### src/hdl/board_params.svh
`ifndef BOARD_PARAMS_SVH
`define BOARD_PARAMS_SVH

// Microphone sample and volume level widths
`define SAMPLE_W     12
`define LEVEL_W      4

// One LED per level step
`define LED_W        16

// Segments a to g, active low
`define SEG_W        7

// Field widths of the board_pkg enums
`define MODE_W       2
`define BTN_W        3

// Center, up, down, left, right
`define BTN_N        5

// Samples per metering window
`define WINDOW_LEN   16

// FIFO depth, also the sender's credits after reset
`define CREDIT_MAX   4

// Stable-high cycles before a press counts
`define DEBOUNCE_LEN 4

// Unlock sequence, first press first
`define PASS_0       board_pkg::BTN_UP
`define PASS_1       board_pkg::BTN_DOWN
`define PASS_2       board_pkg::BTN_LEFT
`define PASS_3       board_pkg::BTN_RIGHT

`endif

### src/hdl/board_pkg.sv
`default_nettype none

`include "board_params.svh"

package board_pkg;

    // Top level operating mode
    typedef enum logic [`MODE_W-1:0] {
        MODE_LOCKED = 2'd0,
        MODE_MENU   = 2'd1,
        MODE_LIVE   = 2'd2,
        MODE_HOLD   = 2'd3
    } mode_t;

    // Code of a debounced press, BTN_NONE when idle
    typedef enum logic [`BTN_W-1:0] {
        BTN_NONE   = 3'd0,
        BTN_UP     = 3'd1,
        BTN_DOWN   = 3'd2,
        BTN_LEFT   = 3'd3,
        BTN_RIGHT  = 3'd4,
        BTN_CENTER = 3'd5
    } button_t;

endpackage

`default_nettype wire

### src/hdl/audio_menu_top.sv
`default_nettype none

`include "board_params.svh"

module audio_menu_top (
    input  wire                  clk,
    input  wire                  reset,
    // Bit 4 center, 3 up, 2 down, 1 left, 0 right
    input  wire [`BTN_N-1:0]     buttons,
    input  wire [`SAMPLE_W-1:0]  sample,
    input  wire                  sample_valid,
    output logic                 sample_credit,
    output board_pkg::mode_t     mode,
    output logic [`LED_W-1:0]    led,
    output logic [`SEG_W-1:0]    seg
);

    // Debounced press codes
    board_pkg::button_t   pulse_code;

    // FIFO head into the meter
    logic [`SAMPLE_W-1:0] fifo_sample;
    logic                 fifo_valid;

    // Meter result per window
    logic [`LEVEL_W-1:0]  level;
    logic                 level_valid;

    // Lock handshake with the mode FSM
    logic                 unlock;
    logic [1:0]           progress;
    logic                 armed;

    button_pulse u_button_pulse (
        .clk        (clk),
        .reset      (reset),
        .buttons    (buttons),
        .pulse_code (pulse_code)
    );

    sample_buffer u_sample_buffer (
        .clk           (clk),
        .reset         (reset),
        .sample        (sample),
        .sample_valid  (sample_valid),
        .sample_credit (sample_credit),
        .fifo_sample   (fifo_sample),
        .fifo_valid    (fifo_valid)
    );

    peak_meter u_peak_meter (
        .clk         (clk),
        .reset       (reset),
        .fifo_sample (fifo_sample),
        .fifo_valid  (fifo_valid),
        .level       (level),
        .level_valid (level_valid)
    );

    passcode_lock u_passcode_lock (
        .clk        (clk),
        .reset      (reset),
        .armed      (armed),
        .pulse_code (pulse_code),
        .unlock     (unlock),
        .progress   (progress)
    );

    mode_control u_mode_control (
        .clk         (clk),
        .reset       (reset),
        .pulse_code  (pulse_code),
        .unlock      (unlock),
        .progress    (progress),
        .level       (level),
        .level_valid (level_valid),
        .armed       (armed),
        .mode        (mode),
        .led         (led),
        .seg         (seg)
    );

endmodule

`default_nettype wire

### src/hdl/button_pulse.sv
`default_nettype none

`include "board_params.svh"

module button_pulse (
    input  wire                clk,
    input  wire                reset,
    // Bit 4 center, 3 up, 2 down, 1 left, 0 right
    input  wire [`BTN_N-1:0]   buttons,
    output board_pkg::button_t pulse_code
);

    // Bit positions in the button vector
    localparam int B_CENTER = 4;
    localparam int B_UP     = 3;
    localparam int B_DOWN   = 2;
    localparam int B_LEFT   = 1;
    localparam int B_RIGHT  = 0;

    // Counter saturates at DEBOUNCE_LEN
    localparam int CNT_W = $clog2(`DEBOUNCE_LEN + 1);

    logic [`BTN_N-1:0] buttons_q;
    logic [CNT_W-1:0]  stable_cnt [`BTN_N];
    logic [`BTN_N-1:0] fire;
    logic [`BTN_N-1:0] pending;
    logic [`BTN_N-1:0] ready;
    logic [`BTN_N-1:0] chosen;
    board_pkg::button_t code_next;

    // Counter about to reach DEBOUNCE_LEN
    always_comb begin
        for (int i = 0; i < `BTN_N; i++) begin
            fire[i] = buttons_q[i] && (stable_cnt[i] == CNT_W'(`DEBOUNCE_LEN - 1));
        end
    end

    // Presses waiting for an idle output cycle
    assign ready = pending | fire;

    //////////////////////////////
    // Priority pick
    //////////////////////////////

    // Only after an idle cycle, so every code is followed by BTN_NONE
    always_comb begin
        chosen    = '0;
        code_next = board_pkg::BTN_NONE;
        if (pulse_code == board_pkg::BTN_NONE) begin
            if (ready[B_CENTER]) begin
                chosen[B_CENTER] = 1'b1;
                code_next        = board_pkg::BTN_CENTER;
            end else if (ready[B_UP]) begin
                chosen[B_UP] = 1'b1;
                code_next    = board_pkg::BTN_UP;
            end else if (ready[B_DOWN]) begin
                chosen[B_DOWN] = 1'b1;
                code_next      = board_pkg::BTN_DOWN;
            end else if (ready[B_LEFT]) begin
                chosen[B_LEFT] = 1'b1;
                code_next      = board_pkg::BTN_LEFT;
            end else if (ready[B_RIGHT]) begin
                chosen[B_RIGHT] = 1'b1;
                code_next       = board_pkg::BTN_RIGHT;
            end
        end
    end

    always_ff @(posedge clk) begin
        if (reset) begin
            buttons_q  <= '0;
            pending    <= '0;
            pulse_code <= board_pkg::BTN_NONE;
            for (int i = 0; i < `BTN_N; i++) begin
                stable_cnt[i] <= '0;
            end
        end else begin
            buttons_q  <= buttons;
            pending    <= ready & ~chosen;
            pulse_code <= code_next;
            for (int i = 0; i < `BTN_N; i++) begin
                // Release rearms the button
                if (!buttons_q[i]) begin
                    stable_cnt[i] <= '0;
                end else if (stable_cnt[i] != CNT_W'(`DEBOUNCE_LEN)) begin
                    stable_cnt[i] <= stable_cnt[i] + 1'b1;
                end
            end
        end
    end

    // Consumers see at most one press code in a row
    a_pulse_gap: assert property (@(posedge clk) disable iff (reset)
        pulse_code != board_pkg::BTN_NONE |=> pulse_code == board_pkg::BTN_NONE);

endmodule

`default_nettype wire

### src/hdl/mode_control.sv
`default_nettype none

`include "board_params.svh"

module mode_control (
    input  wire                     clk,
    input  wire                     reset,
    input  wire board_pkg::button_t pulse_code,
    input  wire                     unlock,
    input  wire [1:0]               progress,
    input  wire [`LEVEL_W-1:0]      level,
    input  wire                     level_valid,
    output logic                    armed,
    output board_pkg::mode_t        mode,
    output logic [`LED_W-1:0]       led,
    output logic [`SEG_W-1:0]       seg
);

    board_pkg::mode_t    mode_next;
    logic                cursor;
    logic                cursor_next;
    logic [`LEVEL_W-1:0] live_level;
    logic [`LEVEL_W-1:0] live_next;
    logic [`LEVEL_W-1:0] hold_level;
    logic [`LEVEL_W-1:0] hold_next;
    logic [`LEVEL_W-1:0] digit;
    logic [`LED_W-1:0]   led_next;

    // Low lvl bits set
    function automatic logic [`LED_W-1:0] thermo(input logic [`LEVEL_W-1:0] lvl);
        thermo = (`LED_W'(1) << lvl) - 1'b1;
    endfunction

    // Hex digit, segments a in bit 0 to g in bit 6, active low
    function automatic logic [`SEG_W-1:0] hex_seg(input logic [`LEVEL_W-1:0] d);
        case (d)
            4'h0:    hex_seg = 7'b1000000;
            4'h1:    hex_seg = 7'b1111001;
            4'h2:    hex_seg = 7'b0100100;
            4'h3:    hex_seg = 7'b0110000;
            4'h4:    hex_seg = 7'b0011001;
            4'h5:    hex_seg = 7'b0010010;
            4'h6:    hex_seg = 7'b0000010;
            4'h7:    hex_seg = 7'b1111000;
            4'h8:    hex_seg = 7'b0000000;
            4'h9:    hex_seg = 7'b0010000;
            4'ha:    hex_seg = 7'b0001000;
            4'hb:    hex_seg = 7'b0000011;
            4'hc:    hex_seg = 7'b1000110;
            4'hd:    hex_seg = 7'b0100001;
            4'he:    hex_seg = 7'b0000110;
            default: hex_seg = 7'b0001110;
        endcase
    endfunction

    // Lock listens only before unlock
    assign armed = (mode == board_pkg::MODE_LOCKED);

    //////////////////////////////
    // Mode FSM and cursor
    //////////////////////////////

    always_comb begin
        mode_next   = mode;
        cursor_next = cursor;
        unique case (mode)
            board_pkg::MODE_LOCKED: begin
                if (unlock) begin
                    mode_next = board_pkg::MODE_MENU;
                end
            end
            board_pkg::MODE_MENU: begin
                // Two entries, so up and down both flip
                if (pulse_code == board_pkg::BTN_UP || pulse_code == board_pkg::BTN_DOWN) begin
                    cursor_next = ~cursor;
                end else if (pulse_code == board_pkg::BTN_CENTER) begin
                    mode_next = cursor ? board_pkg::MODE_HOLD : board_pkg::MODE_LIVE;
                end
            end
            default: begin
                // Live or hold view
                if (pulse_code == board_pkg::BTN_CENTER) begin
                    mode_next = board_pkg::MODE_MENU;
                end
            end
        endcase
    end

    // Last level, and peak hold since entering HOLD
    always_comb begin
        live_next = level_valid ? level : live_level;
        if (mode_next == board_pkg::MODE_HOLD && mode != board_pkg::MODE_HOLD) begin
            hold_next = '0;
        end else if (mode == board_pkg::MODE_HOLD && level_valid && level > hold_level) begin
            hold_next = level;
        end else begin
            hold_next = hold_level;
        end
    end

    //////////////////////////////
    // LED and digit select
    //////////////////////////////

    // Built from next values, so outputs line up with mode
    always_comb begin
        unique case (mode_next)
            board_pkg::MODE_LOCKED: begin
                led_next = '0;
                digit    = `LEVEL_W'(progress);
            end
            board_pkg::MODE_MENU: begin
                led_next = `LED_W'(1) << cursor_next;
                digit    = `LEVEL_W'(cursor_next);
            end
            board_pkg::MODE_LIVE: begin
                led_next = thermo(live_next);
                digit    = live_next;
            end
            default: begin
                led_next = thermo(hold_next);
                digit    = hold_next;
            end
        endcase
    end

    always_ff @(posedge clk) begin
        if (reset) begin
            mode       <= board_pkg::MODE_LOCKED;
            cursor     <= 1'b0;
            live_level <= '0;
            hold_level <= '0;
            led        <= '0;
            seg        <= hex_seg('0);
        end else begin
            mode       <= mode_next;
            cursor     <= cursor_next;
            live_level <= live_next;
            hold_level <= hold_next;
            led        <= led_next;
            seg        <= hex_seg(digit);
        end
    end

    // The lock pulse is the only way out of LOCKED
    a_locked_until_unlock: assert property (@(posedge clk) disable iff (reset)
        (mode == board_pkg::MODE_LOCKED && !unlock) |=> mode == board_pkg::MODE_LOCKED);

endmodule

`default_nettype wire

### src/hdl/passcode_lock.sv
`default_nettype none

`include "board_params.svh"

module passcode_lock (
    input  wire                clk,
    input  wire                reset,
    input  wire                armed,
    input  wire board_pkg::button_t pulse_code,
    output logic               unlock,
    output logic [1:0]         progress
);

    // One state per expected press
    typedef enum logic [1:0] {
        WAIT_0 = 2'd0,
        WAIT_1 = 2'd1,
        WAIT_2 = 2'd2,
        WAIT_3 = 2'd3
    } pass_state_t;

    pass_state_t        state;
    board_pkg::button_t expected;

    // Press the current state waits for
    always_comb begin
        unique case (state)
            WAIT_0:  expected = `PASS_0;
            WAIT_1:  expected = `PASS_1;
            WAIT_2:  expected = `PASS_2;
            default: expected = `PASS_3;
        endcase
    end

    // Correct presses so far
    assign progress = state;

    always_ff @(posedge clk) begin
        if (reset) begin
            state  <= WAIT_0;
            unlock <= 1'b0;
        end else begin
            unlock <= 1'b0;
            if (armed && pulse_code != board_pkg::BTN_NONE) begin
                if (pulse_code != expected) begin
                    // Wrong press is dropped, no restart on it
                    state <= WAIT_0;
                end else if (state == WAIT_3) begin
                    unlock <= 1'b1;
                    state  <= WAIT_0;
                end else begin
                    state <= pass_state_t'(state + 1'b1);
                end
            end
        end
    end

endmodule

`default_nettype wire

### src/hdl/peak_meter.sv
`default_nettype none

`include "board_params.svh"

module peak_meter (
    input  wire                  clk,
    input  wire                  reset,
    input  wire [`SAMPLE_W-1:0]  fifo_sample,
    input  wire                  fifo_valid,
    output logic [`LEVEL_W-1:0]  level,
    output logic                 level_valid
);

    // Magnitude drops the sign of the offset
    localparam int MAG_W = `SAMPLE_W - 1;
    localparam int IDX_W = $clog2(`WINDOW_LEN);

    // Mid-scale 2048
    localparam logic [`SAMPLE_W-1:0] MID = {1'b1, {MAG_W{1'b0}}};

    logic [`SAMPLE_W-1:0] below;
    logic [MAG_W-1:0]     mag;
    logic [MAG_W-1:0]     peak;
    logic [MAG_W-1:0]     peak_next;
    logic [IDX_W-1:0]     sample_idx;

    //////////////////////////////
    // Magnitude and running peak
    //////////////////////////////

    always_comb begin
        below = MID - fifo_sample;
        if (fifo_sample[`SAMPLE_W-1]) begin
            // Upper half, offset is just the low bits
            mag = fifo_sample[MAG_W-1:0];
        end else if (below[MAG_W]) begin
            // Sample 0 would give 2048, clamp to full scale
            mag = '1;
        end else begin
            mag = below[MAG_W-1:0];
        end
        peak_next = (mag > peak) ? mag : peak;
    end

    //////////////////////////////
    // Window bookkeeping
    //////////////////////////////

    always_ff @(posedge clk) begin
        if (reset) begin
            peak        <= '0;
            sample_idx  <= '0;
            level       <= '0;
            level_valid <= 1'b0;
        end else begin
            level_valid <= 1'b0;
            if (fifo_valid) begin
                if (sample_idx == IDX_W'(`WINDOW_LEN - 1)) begin
                    // Window closes, top bits become the level
                    level       <= peak_next[MAG_W-1 -: `LEVEL_W];
                    level_valid <= 1'b1;
                    peak        <= '0;
                    sample_idx  <= '0;
                end else begin
                    peak       <= peak_next;
                    sample_idx <= sample_idx + 1'b1;
                end
            end
        end
    end

    // Level only ever follows a sample leaving the FIFO
    a_level_after_pop: assert property (@(posedge clk) disable iff (reset)
        level_valid |-> $past(fifo_valid));

endmodule

`default_nettype wire

### src/hdl/sample_buffer.sv
`default_nettype none

`include "board_params.svh"

module sample_buffer (
    input  wire                  clk,
    input  wire                  reset,
    input  wire [`SAMPLE_W-1:0]  sample,
    input  wire                  sample_valid,
    output logic                 sample_credit,
    output logic [`SAMPLE_W-1:0] fifo_sample,
    output logic                 fifo_valid
);

    localparam int PTR_W = $clog2(`CREDIT_MAX);
    localparam int CNT_W = $clog2(`CREDIT_MAX + 1);

    logic [`SAMPLE_W-1:0] mem [`CREDIT_MAX];
    logic [PTR_W-1:0]     wr_ptr;
    logic [PTR_W-1:0]     rd_ptr;
    logic [CNT_W-1:0]     fill;
    logic                 push;
    logic                 pop;

    // Sender only sends with a credit in hand
    assign push = sample_valid;

    // Meter never stalls, head leaves as soon as it shows
    assign pop = fifo_valid;

    assign fifo_valid  = (fill != '0);
    assign fifo_sample = mem[rd_ptr];

    // Circular pointer step
    function automatic logic [PTR_W-1:0] ptr_inc(input logic [PTR_W-1:0] ptr);
        ptr_inc = (ptr == PTR_W'(`CREDIT_MAX - 1)) ? '0 : ptr + 1'b1;
    endfunction

    //////////////////////////////
    // Storage
    //////////////////////////////

    always_ff @(posedge clk) begin
        if (push) begin
            mem[wr_ptr] <= sample;
        end
    end

    //////////////////////////////
    // Pointers, fill, credits
    //////////////////////////////

    always_ff @(posedge clk) begin
        if (reset) begin
            wr_ptr        <= '0;
            rd_ptr        <= '0;
            fill          <= '0;
            sample_credit <= 1'b0;
        end else begin
            if (push) begin
                wr_ptr <= ptr_inc(wr_ptr);
            end
            if (pop) begin
                rd_ptr <= ptr_inc(rd_ptr);
            end
            fill <= fill + CNT_W'(push) - CNT_W'(pop);
            // One credit back per freed entry, a cycle after the pop
            sample_credit <= pop;
        end
    end

    // Full FIFO plus a push means the sender overspent its credits
    a_no_overflow: assert property (@(posedge clk) disable iff (reset)
        push |-> fill != CNT_W'(`CREDIT_MAX));

endmodule

`default_nettype wire

### config.mk
export PLATFORM = sky130hd
export DESIGN_NAME = audio_menu_top
export DESIGN_NICKNAME = d
export VERILOG_FILES = /design/src/hdl/board_pkg.sv /design/src/hdl/audio_menu_top.sv /design/src/hdl/button_pulse.sv /design/src/hdl/mode_control.sv /design/src/hdl/passcode_lock.sv /design/src/hdl/peak_meter.sv /design/src/hdl/sample_buffer.sv
export VERILOG_INCLUDE_DIRS = /design/src /design/src/hdl
export SDC_FILE = /design/constraint.sdc
export NUM_CORES = 1
export LEC_CHECK = 0
export BUFFER_PORTS_ARGS = -buffer_cell sky130_fd_sc_hd__buf_2
export CAP_MARGIN = 20
export CORE_ASPECT_RATIO = 1.75
export CORE_MARGIN = 5
export CORE_UTILIZATION = 49
export CTS_BUF_LIST = sky130_fd_sc_hd__clkbuf_8 sky130_fd_sc_hd__clkbuf_16
export DETAILED_ROUTE_END_ITERATION = 8
export PLACE_DENSITY = 0.74
export RECOVER_POWER = 25
export SLEW_MARGIN = 20
export SYNTH_ARGS = -nofsm -noshare
export SYNTH_HDL_FRONTEND = slang
export SYNTH_SLANG_ARGS = --single-unit
### constraint.sdc
create_clock -name clk -period 8.8 [get_ports clk]
set_clock_uncertainty 0.2 [all_clocks]
set_input_delay 0 -clock clk [delete_from_list [all_inputs] [get_ports clk]]
set_output_delay 0 -clock clk [all_outputs]
set_load 0.05 [all_outputs]
==> summary.txt <==
Timing
  • Final worst setup slack: between 3 and 4 ns
  • Rel. slew slack: 0.314
  • Final Hold Viols: 0
  • Hold slack: 0.144 ns
  • RSZ-0062 raised after global routing: no
  • Setup TNS: 0 ns
  • Slew Viols, Final: 0
  • Final Critical Period: 4.89 ns
  • Fmax: between 0.2 and 0.25 GHz
  • Fin crit share: 0.556
  • Slew @ Worst Pin: about 1.0 ns
  • # setup viols final: 0

Global route
  • Initial antenna violation count: 0
  • Total gr overflow: 0
  • Global-route wire length before repair: roughly 24 mm
  • GRT busiest layer: met2
  • Routing usage on met3: 0.0356
  • Largest net degree at the start of global routing: 60
  • Met1 Usage GRT: 0.171
  • Met2 GRT Util: 0.354
  • Total GRT Usage: 0.181
  • Vias in the first global route: around 5,300

Floorplanning
  • Die Span Y: 168 µm
  • # IOs: 46
  • Die Wd: around 100 µm
  • Die ar.: 0.0169 mm²
  • CORE AREA: roughly 0.014 mm²
  • Rows: 57
  • Starting Density: 0.501

Route
  • Drc violations: 0
  • Via Count: between 5,000 and 6,000
  • Pre-Repair DR Iteration Count: 5
  • Initial DRC Count: 225
  • WL final: approximately 15 mm
  • Antenna viol nets, final: 0
  • Mean routed wirelength per cell: 16.3 µm
  • Post-DR vias/cell: about 5.7

Clocking
  • Cts repair resizes: 0
  • Clk sinks: 143
  • Hold_buf cts: 20
  • Root Buffer: clkbuf_16
  • Clk buf depth: 2
  • # H-tree levels: 4
  • Postcts setup bufs: 0
  • CTS tree: built
  • CTS clk-pin slew, worst paths: ~0.06 ns
  • Worst skew pair latency: 0.41 ns
  • CTS Buf Count: 17

Synthesis
  • Predominant post-synthesis flop cell: dfxtp_1
  • Synth Cell Area: approximately 0.0070 mm²
  • Register area share after synthesis: 0.499
  • Post-synth top area cell: edfxtp_1
  • Top cells by area, synth: edfxtp_1 (27%), dfxtp_1 (23%), ha_1 (8.8%), nor2_1 (3.2%), inv_1 (2.8%)
  • Top cells by instance count after synthesis: dfxtp_1 (80), edfxtp_1 (63), nor2_1 (59)
  • Most frequent cell after synthesis: dfxtp_1
  • Area share of the largest cell type after synthesis: 0.270
  • Post-Syn Nets: 720
  • Syn avg cell area: approximately 11 µm²
  • EDFF count, synth: 63
  • Cell variety after synth: 70
  • Share of flip-flops with an asynchronous set or reset: 0
  • Yosys warnings: 0
  • FF+latch count, synth: around 140
  • Synth Instances: 650

Setup path
  • Worst stage delay on the critical path: around 0.80 ns
  • Crit path required time: roughly 9.0 ns
  • Critical Path AT: 5.05 ns
  • Worst R2R End: u_peak_meter.peak[1]
  • Critical path class: reg -> reg
  • Crit path cell chain: mux4_1, inv_1, ha_1, nor3b_4, a31oi_1, xnor2_1, o21ai_1, ha_1, a2111oi_0, a21o_1, o21a_1, a22o_1
  • Worst path bufs/invs: 1
  • Critical path's slowest cell: dfxtp_1
  • Reg2reg setup slack: approximately 3.9 ns
  • Crit path capture: u_peak_meter.peak[1]
  • Most common cell on crit path: ha_1
  • Worst-path fanout max: 13
  • Crit-path leading delay family: compound AO/OA/AOI/OAI gates
  • Endpoint class of the critical path: flop
  • Crit start category: flop
  • Stages on worst setup path: 12
  • Worst Reg-to-Reg Cells: 12

Cells and area
  • Synth-to-layout area growth: 16.1%
  • Area occupied by multi-input gates: ~0.0032 mm²
  • Register area: between 0.003 and 0.004 mm²
  • Post-route insts no fill: 904
  • Share of layout cells above drive strength 1: 0.117
  • Fin nets: 784
  • Fillers: 1,199
  • Design area: between 0.008 and 0.009 mm²
  • Final antenna diode count: 0

Pwr
  • Sw Pwr: 0.000734 W
  • Cell leakage power: ~3.1 nW
  • Reg power frac: 0.366
  • Pwr/cell area: 266 mW/mm²
  • Net Sw Frac: 0.340
  • IR drop worst, VDD: 0.180 mV
  • Combinational fraction of design power: 0.307
  • Int Pwr: between 0.001 and 0.0015 W
  • Clk pwr share: 0.327

Place
  • DPL Wire Length: a little over 10 mm
  • PortBufs: 45
  • Placed instance area: between 0.007 and 0.008 mm²
  • GP Congestion: 0.948
  • DP Cell Count: roughly 850
  • Pre-CTS setup slack: 3.58 ns

Run status
  • Status: completed

Min path
  • Hold Path Cell Cnt: 3
  • Hold crit path type: in -> reg

Run
  • Max Cap Violations: 0
-- cell families (layout without fill, tap and decap cells) --
kind of cell,count (synthesis),after routing,share of synthesized area
buf+inv,74,151,0.0409
flops,143,143,0.499
compound gates,144,144,0.146
mux,29,29,0.0638
other cells,1,1,0.000536
simple gates,199,199,0.147
xor+xnor,10,10,0.0125
fa+ha+maj,50,50,0.0905
-- through the flow --
stage,power (W),util
final,0.00216,0.581
after global routing,0.00229,0.581
after CTS,0.00217,0.583
after detailed placement,0.00145,0.527
after global placement,0.00143,0.527
after floorplan,0.00130,-
-- tightest hold or removal path, cell delays in order --
cell and delay (ns):
dlygate4sd3_1 0.52, buf_2 0.10, nor2b_1 0.10
-- registers in the layout (all words and copies together), names as in the netlist, 4 cells and up, named ones only --
signal                     flops
u_sample_buffer.mem           48
u_mode_control.led            16
u_button_pulse.stable_cnt     15
u_peak_meter.peak             11
u_mode_control.seg             7
u_button_pulse.buttons_q       5
u_button_pulse.pending         5
u_mode_control.hold_level      4
u_mode_control.live_level      4
u_peak_meter.level             4
u_peak_meter.sample_idx        4
-- routing by layer --
metal  vias up  wire [µm]
li1       2513          -
met1      2457       5390
met2       121       8350
met3        38        530
met4         0        509
met5         -          0
-- placed cells by master (no fill, tap or decap), drive strengths merged, types with 8 or more instances in the layout --
cell          n
a22o         11
o21ai        19
a211oi       10
nor2         59
mux4         11
ha           49
mux2i        15
nor2b        19
nor3         15
inv          60
a21oi        33
clkbuf       38
dlygate4sd3  20
nand2        43
nand3        15
buf          26
a31oi         9
edfxtp       63
o211ai       11
dfxtp        80
and3          8
-- power by group through the flow --
stage               logic [W]  registers, W  clock network (W)
CTS                  0.000661      0.000791           0.000717
global placement     0.000631      0.000802                  0
floorplan            0.000510      0.000786                  0
detailed placement   0.000647      0.000805                  0
finish               0.000663      0.000791           0.000707
global route         0.000738      0.000799           0.000750
-- area by class of cell --
type | count | share of cell area
flip-flops and latches | 143 | 0.430
repair buffers | 67 | 0.0510
multi-input cells | 433 | 0.397
clock buffers | 17 | 0.0524
well taps | 177 | 0.0273
clock inverters | 15 | 0.0185
inverters | 52 | 0.0240
-- worst min-delay path by stage --
stage          startpoint                     endpoint  slack (ns)
5_1_grt        buttons[1]  u_button_pulse.buttons_q[1]        0.17
3_5_place_dp   sample[11]   u_sample_buffer.mem[1][11]        0.01
2_1_floorplan   sample[0]    u_sample_buffer.mem[0][0]       -0.10
3_3_place_gp   buttons[0]  u_button_pulse.buttons_q[0]       0.007
4_1_cts         sample[1]    u_sample_buffer.mem[0][1]        0.11
6_report       buttons[1]  u_button_pulse.buttons_q[1]        0.14
No activity file was read; power rests on OpenSTA's default activity.
